--- src/hw/nabp_defines.svh ---
`ifndef NABP_DEFINES_SVH
`define NABP_DEFINES_SVH

// line/segment divisions of the stage
`define NABP_NO_OF_SEGS 2

// taps per line buffer, also the fill length
`define NABP_NO_OF_TAPS 4

// filtered sample width
`define NABP_DATA_LENGTH 12

// s address width toward the filtered RAM
`define NABP_S_LENGTH 8

// fractional bits kept in the mapper accumulator
`define NABP_ACCU_FRAC 6

// width of the programmed shift-phase length
`define NABP_SHIFT_CNT_LENGTH 6

`endif

--- src/hw/nabp_pkg.sv ---
`include "nabp_defines.svh"

package nabp_pkg;

    // one filtered sample
    typedef logic signed [`NABP_DATA_LENGTH-1:0] filtered_t;

    // s address into the filtered RAM
    typedef logic [`NABP_S_LENGTH-1:0] s_val_t;

    // integer part on top, fraction below
    typedef logic [`NABP_S_LENGTH+`NABP_ACCU_FRAC-1:0] map_accu_t;

    typedef logic [`NABP_SHIFT_CNT_LENGTH-1:0] shift_len_t;

    // tap 0 holds the newest sample
    typedef filtered_t [`NABP_NO_OF_TAPS-1:0] taps_t;

    // per-iteration configuration from the outside swap control
    typedef struct packed {
        shift_len_t shift_len;
        map_accu_t  mp_accu_base;
    } swap_cfg_t;

    // one initial accumulator per segment
    typedef map_accu_t [`NABP_NO_OF_SEGS-1:0] seg_init_t;

endpackage

--- src/hw/line_buffer.sv ---
`include "nabp_defines.svh"

module line_buffer
(
    input  logic                 clk,
    input  logic                 reset_n,
    input  logic                 shift,
    input  nabp_pkg::filtered_t  shift_in,
    output nabp_pkg::taps_t      taps
);

    always_ff @(posedge clk)
    begin
        if (reset_n)
        begin
            taps <= '0;
        end
        else if (shift)
        begin
            // newest sample at tap 0, oldest drops off the top
            taps <= {taps[`NABP_NO_OF_TAPS-2:0], shift_in};
        end
    end

endmodule

--- src/hw/nabp_processing_swappable.sv ---
`include "nabp_defines.svh"

module nabp_processing_swappable
(
    input  logic                                        clk,
    input  logic                                        reset_n,
    input  nabp_pkg::swap_cfg_t                         cfg,
    input  nabp_pkg::seg_init_t                         accu_init,
    input  logic                                        next_itr_ack,
    input  logic                                        swap_ack,
    input  nabp_pkg::filtered_t [`NABP_NO_OF_SEGS-1:0]  fr_val,
    output logic                                        next_itr,
    output logic                                        swap,
    output logic                                        pe_kick,
    output nabp_pkg::s_val_t [`NABP_NO_OF_SEGS-1:0]     s_val,
    output nabp_pkg::taps_t [`NABP_NO_OF_SEGS-1:0]      taps
);

    // controller to sequencer
    logic                 fill_kick;
    logic                 shift_kick;
    nabp_pkg::shift_len_t shift_len;
    nabp_pkg::map_accu_t  mp_accu_base;

    // sequencer answers and strobes
    logic fill_done;
    logic shift_done;
    logic mp_kick;
    logic mp_step;
    logic lb_shift;

    swap_state_control u_state_control
    (
        .clk          (clk),
        .reset_n      (reset_n),
        .cfg          (cfg),
        .next_itr_ack (next_itr_ack),
        .swap_ack     (swap_ack),
        .fill_done    (fill_done),
        .shift_done   (shift_done),
        .next_itr     (next_itr),
        .swap         (swap),
        .fill_kick    (fill_kick),
        .shift_kick   (shift_kick),
        .shift_len    (shift_len),
        .mp_accu_base (mp_accu_base)
    );

    shift_sequencer u_sequencer
    (
        .clk        (clk),
        .reset_n    (reset_n),
        .fill_kick  (fill_kick),
        .shift_kick (shift_kick),
        .shift_len  (shift_len),
        .fill_done  (fill_done),
        .shift_done (shift_done),
        .mp_kick    (mp_kick),
        .mp_step    (mp_step),
        .lb_shift   (lb_shift),
        .pe_kick    (pe_kick)
    );

    // one mapper and one line buffer per segment, all on shared strobes
    for (genvar seg = 0; seg < `NABP_NO_OF_SEGS; seg++)
    begin : g_seg
        s_mapper u_mapper
        (
            .clk       (clk),
            .reset_n   (reset_n),
            .accu_init (accu_init[seg]),
            .accu_base (mp_accu_base),
            .kick      (mp_kick),
            .step      (mp_step),
            .s_val     (s_val[seg])
        );

        line_buffer u_line_buffer
        (
            .clk      (clk),
            .reset_n  (reset_n),
            .shift    (lb_shift),
            .shift_in (fr_val[seg]),
            .taps     (taps[seg])
        );
    end

endmodule

--- src/hw/s_mapper.sv ---
`include "nabp_defines.svh"

module s_mapper
(
    input  logic                  clk,
    input  logic                  reset_n,
    input  nabp_pkg::map_accu_t   accu_init,
    input  nabp_pkg::map_accu_t   accu_base,
    input  logic                  kick,
    input  logic                  step,
    output nabp_pkg::s_val_t      s_val
);

    nabp_pkg::map_accu_t accu;

    always_ff @(posedge clk)
    begin
        if (reset_n)
        begin
            accu  <= '0;
            s_val <= '0;
        end
        else if (kick)
        begin
            accu <= accu_init;
        end
        else if (step)
        begin
            // emit the current position, then advance
            s_val <= accu[`NABP_S_LENGTH+`NABP_ACCU_FRAC-1:`NABP_ACCU_FRAC];
            // wraps modulo the accumulator width
            accu  <= accu + accu_base;
        end
    end

endmodule

--- src/hw/shift_sequencer.sv ---
`include "nabp_defines.svh"

module shift_sequencer
(
    input  logic                   clk,
    input  logic                   reset_n,
    input  logic                   fill_kick,
    input  logic                   shift_kick,
    input  nabp_pkg::shift_len_t   shift_len,
    output logic                   fill_done,
    output logic                   shift_done,
    output logic                   mp_kick,
    output logic                   mp_step,
    output logic                   lb_shift,
    output logic                   pe_kick
);

    // remaining steps in the current phase, zero when idle
    nabp_pkg::shift_len_t cnt;
    logic                 in_shift;
    logic                 active;
    logic                 last;

    assign active = (cnt != '0);
    assign last   = (cnt == nabp_pkg::shift_len_t'(1));

    // a shift_len of zero would never finish, the outside control avoids it
    always_ff @(posedge clk)
    begin
        if (reset_n)
        begin
            cnt      <= '0;
            in_shift <= 1'b0;
            pe_kick  <= 1'b0;
        end
        else
        begin
            pe_kick <= shift_kick;
            if (fill_kick)
            begin
                cnt      <= nabp_pkg::shift_len_t'(`NABP_NO_OF_TAPS);
                in_shift <= 1'b0;
            end
            else if (shift_kick)
            begin
                cnt      <= shift_len;
                in_shift <= 1'b1;
            end
            else if (active)
            begin
                cnt <= cnt - 1'b1;
            end
        end
    end

    // mappers load their start value on the same edge the fill begins
    assign mp_kick = fill_kick;

    // mappers and line buffers advance together
    assign mp_step  = active;
    assign lb_shift = active;

    assign fill_done  = last && !in_shift;
    assign shift_done = last && in_shift;

endmodule

--- src/hw/swap_state_control.sv ---
module swap_state_control
(
    input  logic                   clk,
    input  logic                   reset_n,
    input  nabp_pkg::swap_cfg_t    cfg,
    input  logic                   next_itr_ack,
    input  logic                   swap_ack,
    input  logic                   fill_done,
    input  logic                   shift_done,
    output logic                   next_itr,
    output logic                   swap,
    output logic                   fill_kick,
    output logic                   shift_kick,
    output nabp_pkg::shift_len_t   shift_len,
    output nabp_pkg::map_accu_t    mp_accu_base
);

    typedef enum logic [1:0] {
        READY     = 2'd0,
        FILL      = 2'd1,
        FILL_DONE = 2'd2,
        SHIFT     = 2'd3
    } state_t;

    state_t state;
    state_t next_state;

    always_ff @(posedge clk)
    begin
        if (reset_n)
        begin
            state <= READY;
        end
        else
        begin
            state <= next_state;
        end
    end

    // config is taken while idle, so the next one may be staged mid-iteration
    always_ff @(posedge clk)
    begin
        if (state == READY)
        begin
            shift_len    <= cfg.shift_len;
            mp_accu_base <= cfg.mp_accu_base;
        end
    end

    always_comb
    begin
        next_state = state;
        case (state)
            READY:
            begin
                if (next_itr_ack)
                begin
                    next_state = FILL;
                end
            end
            FILL:
            begin
                if (fill_done)
                begin
                    next_state = FILL_DONE;
                end
            end
            FILL_DONE:
            begin
                if (swap_ack)
                begin
                    next_state = SHIFT;
                end
            end
            SHIFT:
            begin
                if (shift_done)
                begin
                    next_state = READY;
                end
            end
            default:
            begin
                next_state = READY;
            end
        endcase
    end

    // request a new iteration only once out of reset
    assign next_itr = !reset_n && (state == READY);
    assign swap     = (state == FILL_DONE);

    // kicks fire on the transition edge into the phase
    assign fill_kick  = (state != FILL) && (next_state == FILL);
    assign shift_kick = (state != SHIFT) && (next_state == SHIFT);

endmodule
--- config.mk ---
export PLATFORM = sky130hd
export DESIGN_NAME = nabp_processing_swappable
export DESIGN_NICKNAME = d
export VERILOG_FILES = /design/src/hw/nabp_pkg.sv /design/src/hw/line_buffer.sv /design/src/hw/nabp_processing_swappable.sv /design/src/hw/s_mapper.sv /design/src/hw/shift_sequencer.sv /design/src/hw/swap_state_control.sv
export VERILOG_INCLUDE_DIRS = /design/src /design/src/hw
export SDC_FILE = /design/constraint.sdc
export NUM_CORES = 1
export LEC_CHECK = 0
export BUFFER_PORTS_ARGS = -buffer_cell sky130_fd_sc_hd__buf_4
export CAP_MARGIN = 20
export CORE_ASPECT_RATIO = 1.75
export CORE_MARGIN = 8
export CORE_UTILIZATION = 32
export CTS_BUF_LIST = sky130_fd_sc_hd__clkbuf_16
export DETAILED_ROUTE_END_ITERATION = 8
export PLACE_DENSITY = 0.55
export SYNTH_ARGS = -nofsm -noshare
export SYNTH_HDL_FRONTEND = slang
export SYNTH_SLANG_ARGS = --single-unit
--- constraint.sdc ---
create_clock -name clk -period 3.3 [get_ports clk]
set_input_delay 0.495 -clock clk [delete_from_list [all_inputs] [get_ports clk]]
set_output_delay 0.495 -clock clk [all_outputs]
set_load 0.02 [all_outputs]
==> results of run 1 <==
## kinds of logic after synthesis
family,after synthesis,synth area share
adders and majority gates,31,0.05442
DFF,170,0.4867
buffers and inverters,62,0.03600
xor gates and xnor gates,21,0.02484
AOI/OAI and AO/OA,224,0.1776
muxes,4,0.005408
and+or+nand+nor,377,0.2150
## sequential cells by signal (all words and copies together) (netlist names)
name and flops:
g_seg.u_line_buffer.taps 96, g_seg.u_mapper.accu 28, g_seg.u_mapper.s_val 16, u_sequencer.cnt 6
u_sequencer.in_shift 1, u_sequencer.pe_kick 1, u_state_control.mp_accu_base 14, u_state_control.shift_len 6
u_state_control.state 2
## final cells by class
class | instances | area, um2 | area share
Sequential cell | 170 | 3603 | 0.3738
Multi-Input combinational cell | 657 | 3543 | 0.3676
Timing Repair Buffer | 198 | 1524 | 0.1581
Clock buffer | 20 | 500.5 | 0.05192
Tap cell | 300 | 375.4 | 0.03894
Clock inverter | 11 | 66.31 | 0.006880
Inverter | 7 | 26.28 | 0.002726
## metrics by stage
stage	hold WS [ns]	power, uW
after CTS	0.2080	10490
after detailed placement	0.4461	8503
after global routing	0.2104	11170
after global placement	0.4392	8467
after floorplan	0.4441	6791
final	0.2335	10340
## power groups by stage
stage | clock (uW) | combinational [uW] | sequential (uW)
2_1_floorplan | 0 | 3240 | 3550
3_3_place_gp | 0 | 5260 | 3210
3_5_place_dp | 0 | 5280 | 3220
4_1_cts | 2000 | 5310 | 3190
5_1_grt | 2080 | 5830 | 3270
6_report | 1930 | 5230 | 3180
## how the worst min path moves through the flow
| stage | to | depth (start not counted) |
|---|---|---|
| final | u_state_control.mp_accu_base[11]$_DFFE_PN_ | 1 |
| after global routing | u_state_control.mp_accu_base[11]$_DFFE_PN_ | 1 |
| after CTS | u_state_control.mp_accu_base[4]$_DFFE_PN_ | 1 |
| after detailed placement | g_seg[0].u_line_buffer.taps[40]$_SDFFE_PP0P_ | 2 |
| after global placement | g_seg[1].u_line_buffer.taps[40]$_SDFFE_PP0P_ | 2 |
| after floorplan | g_seg[1].u_mapper.s_val[5]$_SDFFE_PP0P_ | 2 |
## synth_stat cells, drive strengths merged (2+ instances only)
cell type,n
xnor2,15
xor2,6
inv,7
nor2,44
ha,29
nand2b,4
a2111oi,4
a21oi,149
and2,5
o22ai,3
buf,20
a41oi,3
nand3,7
nor4,10
nor2b,2
nand4,2
dfxtp,150
edfxtp,20
o211ai,5
or3,5
a31oi,4
o21ai,14
a21o,13
nor3,18
a211oi,13
a311oi,9
and4,3
and3,6
fa,2
o21bai,3
mux2i,4
nand2,267
clkbuf,35
## per-layer routing
layer	GRT usage	up-vias	wire [um]
li1	-	3382	-
met1	0.1742	3078	8734
met2	0.2992	154	12700
met3	0.04603	43	1281
met4	0.07772	0	762
met5	0	-	0
## critical path, cell delays in order (launching register included)
cell and delay [ns]:
edfxtp_1 0.39, ha_1 0.24, fa_1 0.42, a21o_1 0.18, a21oi_1 0.30, o211ai_2 0.19, a41oi_1 0.28, xor2_1 0.11
a2111oi_1 0.39
==> qor.yml, run 1 <==
run_status:
  status: "complete, no violations"
yosys:
  synthCells: 889
  synthTopCellsByArea: "dfxtp_1 (41%), nand2_1 (14%), a21oi_1 (9.9%)"
  seq_area_frac_synth: 0.4867
  synth.distinct_cells: 52
  synth.top_cell.area_share: 0.4056
  synth_nets: 996
  synth_area_per_cell_um2: 8.328
  synth_warnings: 0
  synth-edff-count: 20
  synthArstFlopShare: 0
  netlist_area_mm2: 0.007403
  ys_ff_latch: 170
  yosysTopAreaCell: "dfxtp_1"
  synth_ff_type: "dfxtp_1"
global_route:
  antenna_found_initial: 0
  grt_pass1_wl_um: 36670
  grt_max_degree: 99
  grt_pass1_vias: 6784
  grt_overflow: 0
  track_usage: 0.1671
min_path:
  min_path_type: "in2reg"
  hold_path.startpoint: "cfg[11]"
clocking:
  cts_root_buf: "clkbuf_16"
  clkLatencyLatePin_ns: 0.43
  cts_htree_levels: 4
  path_clk_slew_ns: 0.07
  clock_path_buffers: 2
  cts.sink_count: 170
  cts_tree: "done"
  numCtsBuffers: 17
  cts_hold_buf: 0
  cts_setup_buffers: 0
  post_cts_resize_count: 0
floorplan:
  die_area_mm2: 0.02845
  rows: 73
  die_w_um: 131.0
  die_h_um: 217.2
  pin_count: 191
  start_util: 0.3255
  core_area_mm2: 0.02274
critical_path:
  critical_path.startpoint_type: "register"
  path_class: "reg2reg"
  timing.rr.start: "u_state_control.mp_accu_base[0]$_DFFE_PN_"
  worst_ep_arrival_time_ns: 2.93
  cp-endpoint: "g_seg[0].u_mapper.accu[10]$_SDFFE_PP0P_"
  cp_max_fo: 3
  timing.critical_path.from: "u_state_control.mp_accu_base[0]$_DFFE_PN_"
  reg2reg_depth: 8
  worstReg2RegEnd: "g_seg[0].u_mapper.accu[10]$_SDFFE_PP0P_"
  rrSetupSlack_ns: 0.69
  cp_data_required_time_ns: 3.62
  cp-end-kind: "register"
routing:
  vias_per_cell: 4.884
  drt_wl_total_um: 23480
  num_vias: 6657
  first_pass_iters: 6
  drtIter0Drc: 412
  routedWlPerCell_um: 17.23
  ant_nets: 0
  drc: 0
timing:
  fin_setup_tns_ns: 0
  tightest_slew_ns: 0.8791
  slew_headroom: 0.4125
  fin_skew_ns: 0.007302
  fmax_mhz: 383.3
  finalCritPeriodShare: 0.7906
  finalSetupViolations: 0
  rsz0062_at_grt: "false"
  finalWorstSetupSlack_ns: 0.6910
  hold_violations: 0
  slew_viol_final: 0
  min_period_ns: 2.609
final_layout:
  layout.cells.non_filler: 1363
  fill_cells: 2339
  mostFrequentLayoutCells: "nand2_1 (266), buf_4 (195), dfxtp_1 (150)"
  antenna_cells: 0
  area_growth_pct: 30.20
  layout-drive-gt1-share: 0.2239
  final_common_cell: "nand2_1"
  nets: 1158
  final_cell_area_mm2: 0.009639
  final_core_util: 0.4238
power:
  ir_drop_mv: 0.6764
  p_leak_uw: 0.004010
  combinationalPowerShare: 0.506
  switchingPower_uw: 4672
  powerDensity_mw_per_mm2: 1072
  sw_frac_of_total: 0.4521
  seqPwrFrac: 0.308
  clkPwrFrac: 0.187
  intPower_uw: 5663
placed_design:
  placed_cell_area_mm2: 0.009072
  dp.cells: 1332
  place.gp.congestion: 0.8378
  port_buffers: 190
  place_hpwl_um: 16490
  dp_slack_ns: 0.7407
flow_run:
  cap_violations: 0
No activity file was read; power rests on OpenSTA's default activity.
==> run 2: changes to the inputs <==
PLACE_DENSITY = 0.57   (was 0.55)
clock period = 2.2 ns   (was 3.3 ns; I/O delays follow)
==> run 2 against run 1 <==
The run now ends with setup timing left. Design area rose by 5.0%. Routed wire length rose by 1.7%. Via count rose by 3.5%.
==> qor.yml, run 2 (synthesis gave the netlist of run 1 again) <==
run_status:
  status: "finished with violations"  # was complete, no violations
  violations: "setup timing"
final_layout:
  mostFrequentLayoutCells: "nand2_1 (266), buf_4 (226), dfxtp_1 (150)"  # was nand2_1 (266), buf_4 (195), dfxtp_1 (150)
  layout.cells.non_filler: 1401  # was 1363
  reg_top3: "g_seg.u_line_buffer.taps (96), g_seg.u_mapper.accu (28), g_seg.u_mapper.s_val (16)"  # unchanged
  multi_input_area_mm2: 0.003716  # was 0.003543 mm2
  final_core_util: 0.4452  # was 0.4238
  fill_cells: 2312  # was 2339
  register_area_mm2: 0.003603  # unchanged
  antenna_cells: 0  # unchanged
  nets: 1195  # was 1158
  regMostFlops: "g_seg.u_line_buffer.taps"  # unchanged
  largest_register_ffs: 96  # unchanged
  final_common_cell: "nand2_1"  # unchanged
  area_growth_pct: 36.78  # was 30.20%
  layout-drive-gt1-share: 0.2725  # was 0.2239
floorplan:
  pin_count: 191  # unchanged
  die_area_mm2: 0.02845  # unchanged
  start_util: 0.3255  # unchanged
  die_w_um: 131.0  # unchanged
  die_h_um: 217.2  # unchanged
  core_area_mm2: 0.02274  # unchanged
  rows: 73  # unchanged
global_route:
  grt_pass1_vias: 7018  # was 6784
  gr-max-usage-layer: "met2"  # unchanged
  grt_overflow: 0  # unchanged
  use_met1: 0.1635  # was 0.1742
  grt_pass1_wl_um: 37230  # was 36670 um
  use_met2: 0.3178  # was 0.2992
  track_usage: 0.1687  # was 0.1671
  met3_usage: 0.04726  # was 0.04603
  grt_max_degree: 122  # was 99
  antenna_found_initial: 0  # unchanged
clocking:
  cts.sink_count: 170  # unchanged
  path_clk_slew_ns: 0.07  # about the same
  cts_tree: "done"  # unchanged
  cts_htree_levels: 4  # unchanged
  clock_path_buffers: 2  # unchanged
  cts_hold_buf: 0  # unchanged
  clkLatencyLatePin_ns: 0.44  # was 0.43 ns
  cts_root_buf: "clkbuf_16"  # unchanged
  numCtsBuffers: 17  # unchanged
critical_path:
  path_class: "reg2reg"  # unchanged
  cp-end-kind: "register"  # unchanged
  worst_ep_arrival_time_ns: 2.61  # was 2.93 ns
  cp_max_fo: 4  # was 3
  cp_data_required_time_ns: 2.55  # was 3.62 ns
  critical_path.startpoint_type: "register"  # unchanged
timing:
  fmax_mhz: 442.2  # was 383.3 MHz
  slew_headroom: 0.5324  # was 0.4125
  min_period_ns: 2.262  # was 2.609 ns
  finalSetupViolations: 4  # was 0
  fin_skew_ns: 0.008948  # was 0.007302 ns
  tightest_slew_ns: 0.7007  # was 0.8791 ns
  finalCritPeriodShare: 1.028  # was 0.7906
  finalWorstSetupSlack_ns: -0.06164  # was 0.6910 ns
  slew_viol_final: 0  # unchanged
  rsz0062_at_grt: "true"  # was false
  hold_violations: 0  # unchanged
routing:
  vias_per_cell: 4.919  # was 4.884
  routedWlPerCell_um: 17.05  # was 17.23 um
  ant_nets: 0  # unchanged
  drc: 0  # unchanged
  drt_wl_total_um: 23890  # was 23480 um
  num_vias: 6891  # was 6657
  first_pass_iters: 4  # was 6
  drtIter0Drc: 350  # was 412
placed_design:
  place_hpwl_um: 17020  # was 16490 um
  port_buffers: 190  # unchanged
  dp.cells: 1362  # was 1332
  place.gp.congestion: 0.8198  # was 0.8378
power:
  ir_drop_mv: 0.9215  # was 0.6764 mV
  fin_total_pwr_uw: 16600  # was 10340 uW
  powerDensity_mw_per_mm2: 1639  # was 1072 mW/mm2
  p_leak_uw: 0.004222  # was 0.004010 uW
min_path:
  min_path_type: "in2reg"  # unchanged
flow_run:
  cap_violations: 0  # unchanged
-- run 2: repair_timing --
| item | 4_1_cts | 5_1_grt |
|---|---|---|
| endpoints found under the setup margin | 12 | 14 |
| resized for setup | 12 | 19 |
| buffers inserted | 4 | 3 |
| pin swaps | 16 | 11 |
-- run 2: power by group --
part / total (uW) / switching [uW] / internal, uW
logic: 9010 / 5420 / 3590
clock network: 2810 / 1300 / 1510
registers: 4770 / 700 / 4070
total: 16600 / 7420 / 9180
-- run 2: critical path, cell delays in order (launching register included) --
cell and delay, ns:
edfxtp_1 0.46, buf_4 0.18, buf_6 0.11, ha_4 0.24
a211oi_4 0.23, nor2_2 0.08, a31oi_4 0.23, a21oi_1 0.09
or3b_1 0.39, a211oi_2 0.17
-- run 2: layer usage --
layer / part of all wire / vias to the layer above
met4: 0.024 / 0
met5: 0 / -
li1: - / 3446
met3: 0.056 / 28
met1: 0.36 / 3253
met2: 0.55 / 164
-- run 2: final cells by class --
class / count / share of cell area
Clock inverter: 14 / 0.009391
Multi-Input combinational cell: 657 / 0.3670
Tap cell: 300 / 0.03707
Clock buffer: 18 / 0.04448
Sequential cell: 170 / 0.3559
Timing Repair Buffer: 235 / 0.1836
Inverter: 7 / 0.002595
-- run 2: path summary, 6_finish.rpt --
path	from	to	slack [ns]	cells past startpoint
worst min-delay path	cfg[19]	u_state_control.shift_len[5]$_DFFE_PN_	0.07	1
worst min register to register	g_seg[1].u_line_buffer.taps[42]$_SDFFE_PP0P_	g_seg[1].u_line_buffer.taps[42]$_SDFFE_PP0P_	0.45	2
worst max register to register	u_state_control.mp_accu_base[1]$_DFFE_PN_	g_seg[1].u_mapper.accu[9]$_SDFFE_PP0P_	-0.06	9
worst max-delay path	u_state_control.mp_accu_base[1]$_DFFE_PN_	g_seg[1].u_mapper.accu[9]$_SDFFE_PP0P_	-0.06	9
-- run 2: per-stage QoR --
stage	hold WS (ns)	cell area, um2	setup TNS, ns	setup slack (ns)
after global routing	0.04662	10130	-1.154	-0.1496
after CTS	0.04767	10000	-0.05777	-0.02716
after detailed placement	0.4461	9369	-1.127	-0.2280
after floorplan	0.4289	7425	-0.0004221	-0.0004221
after global placement	0.4388	9369	-0.6647	-0.1547
final	0.06885	10130	-0.1213	-0.06164
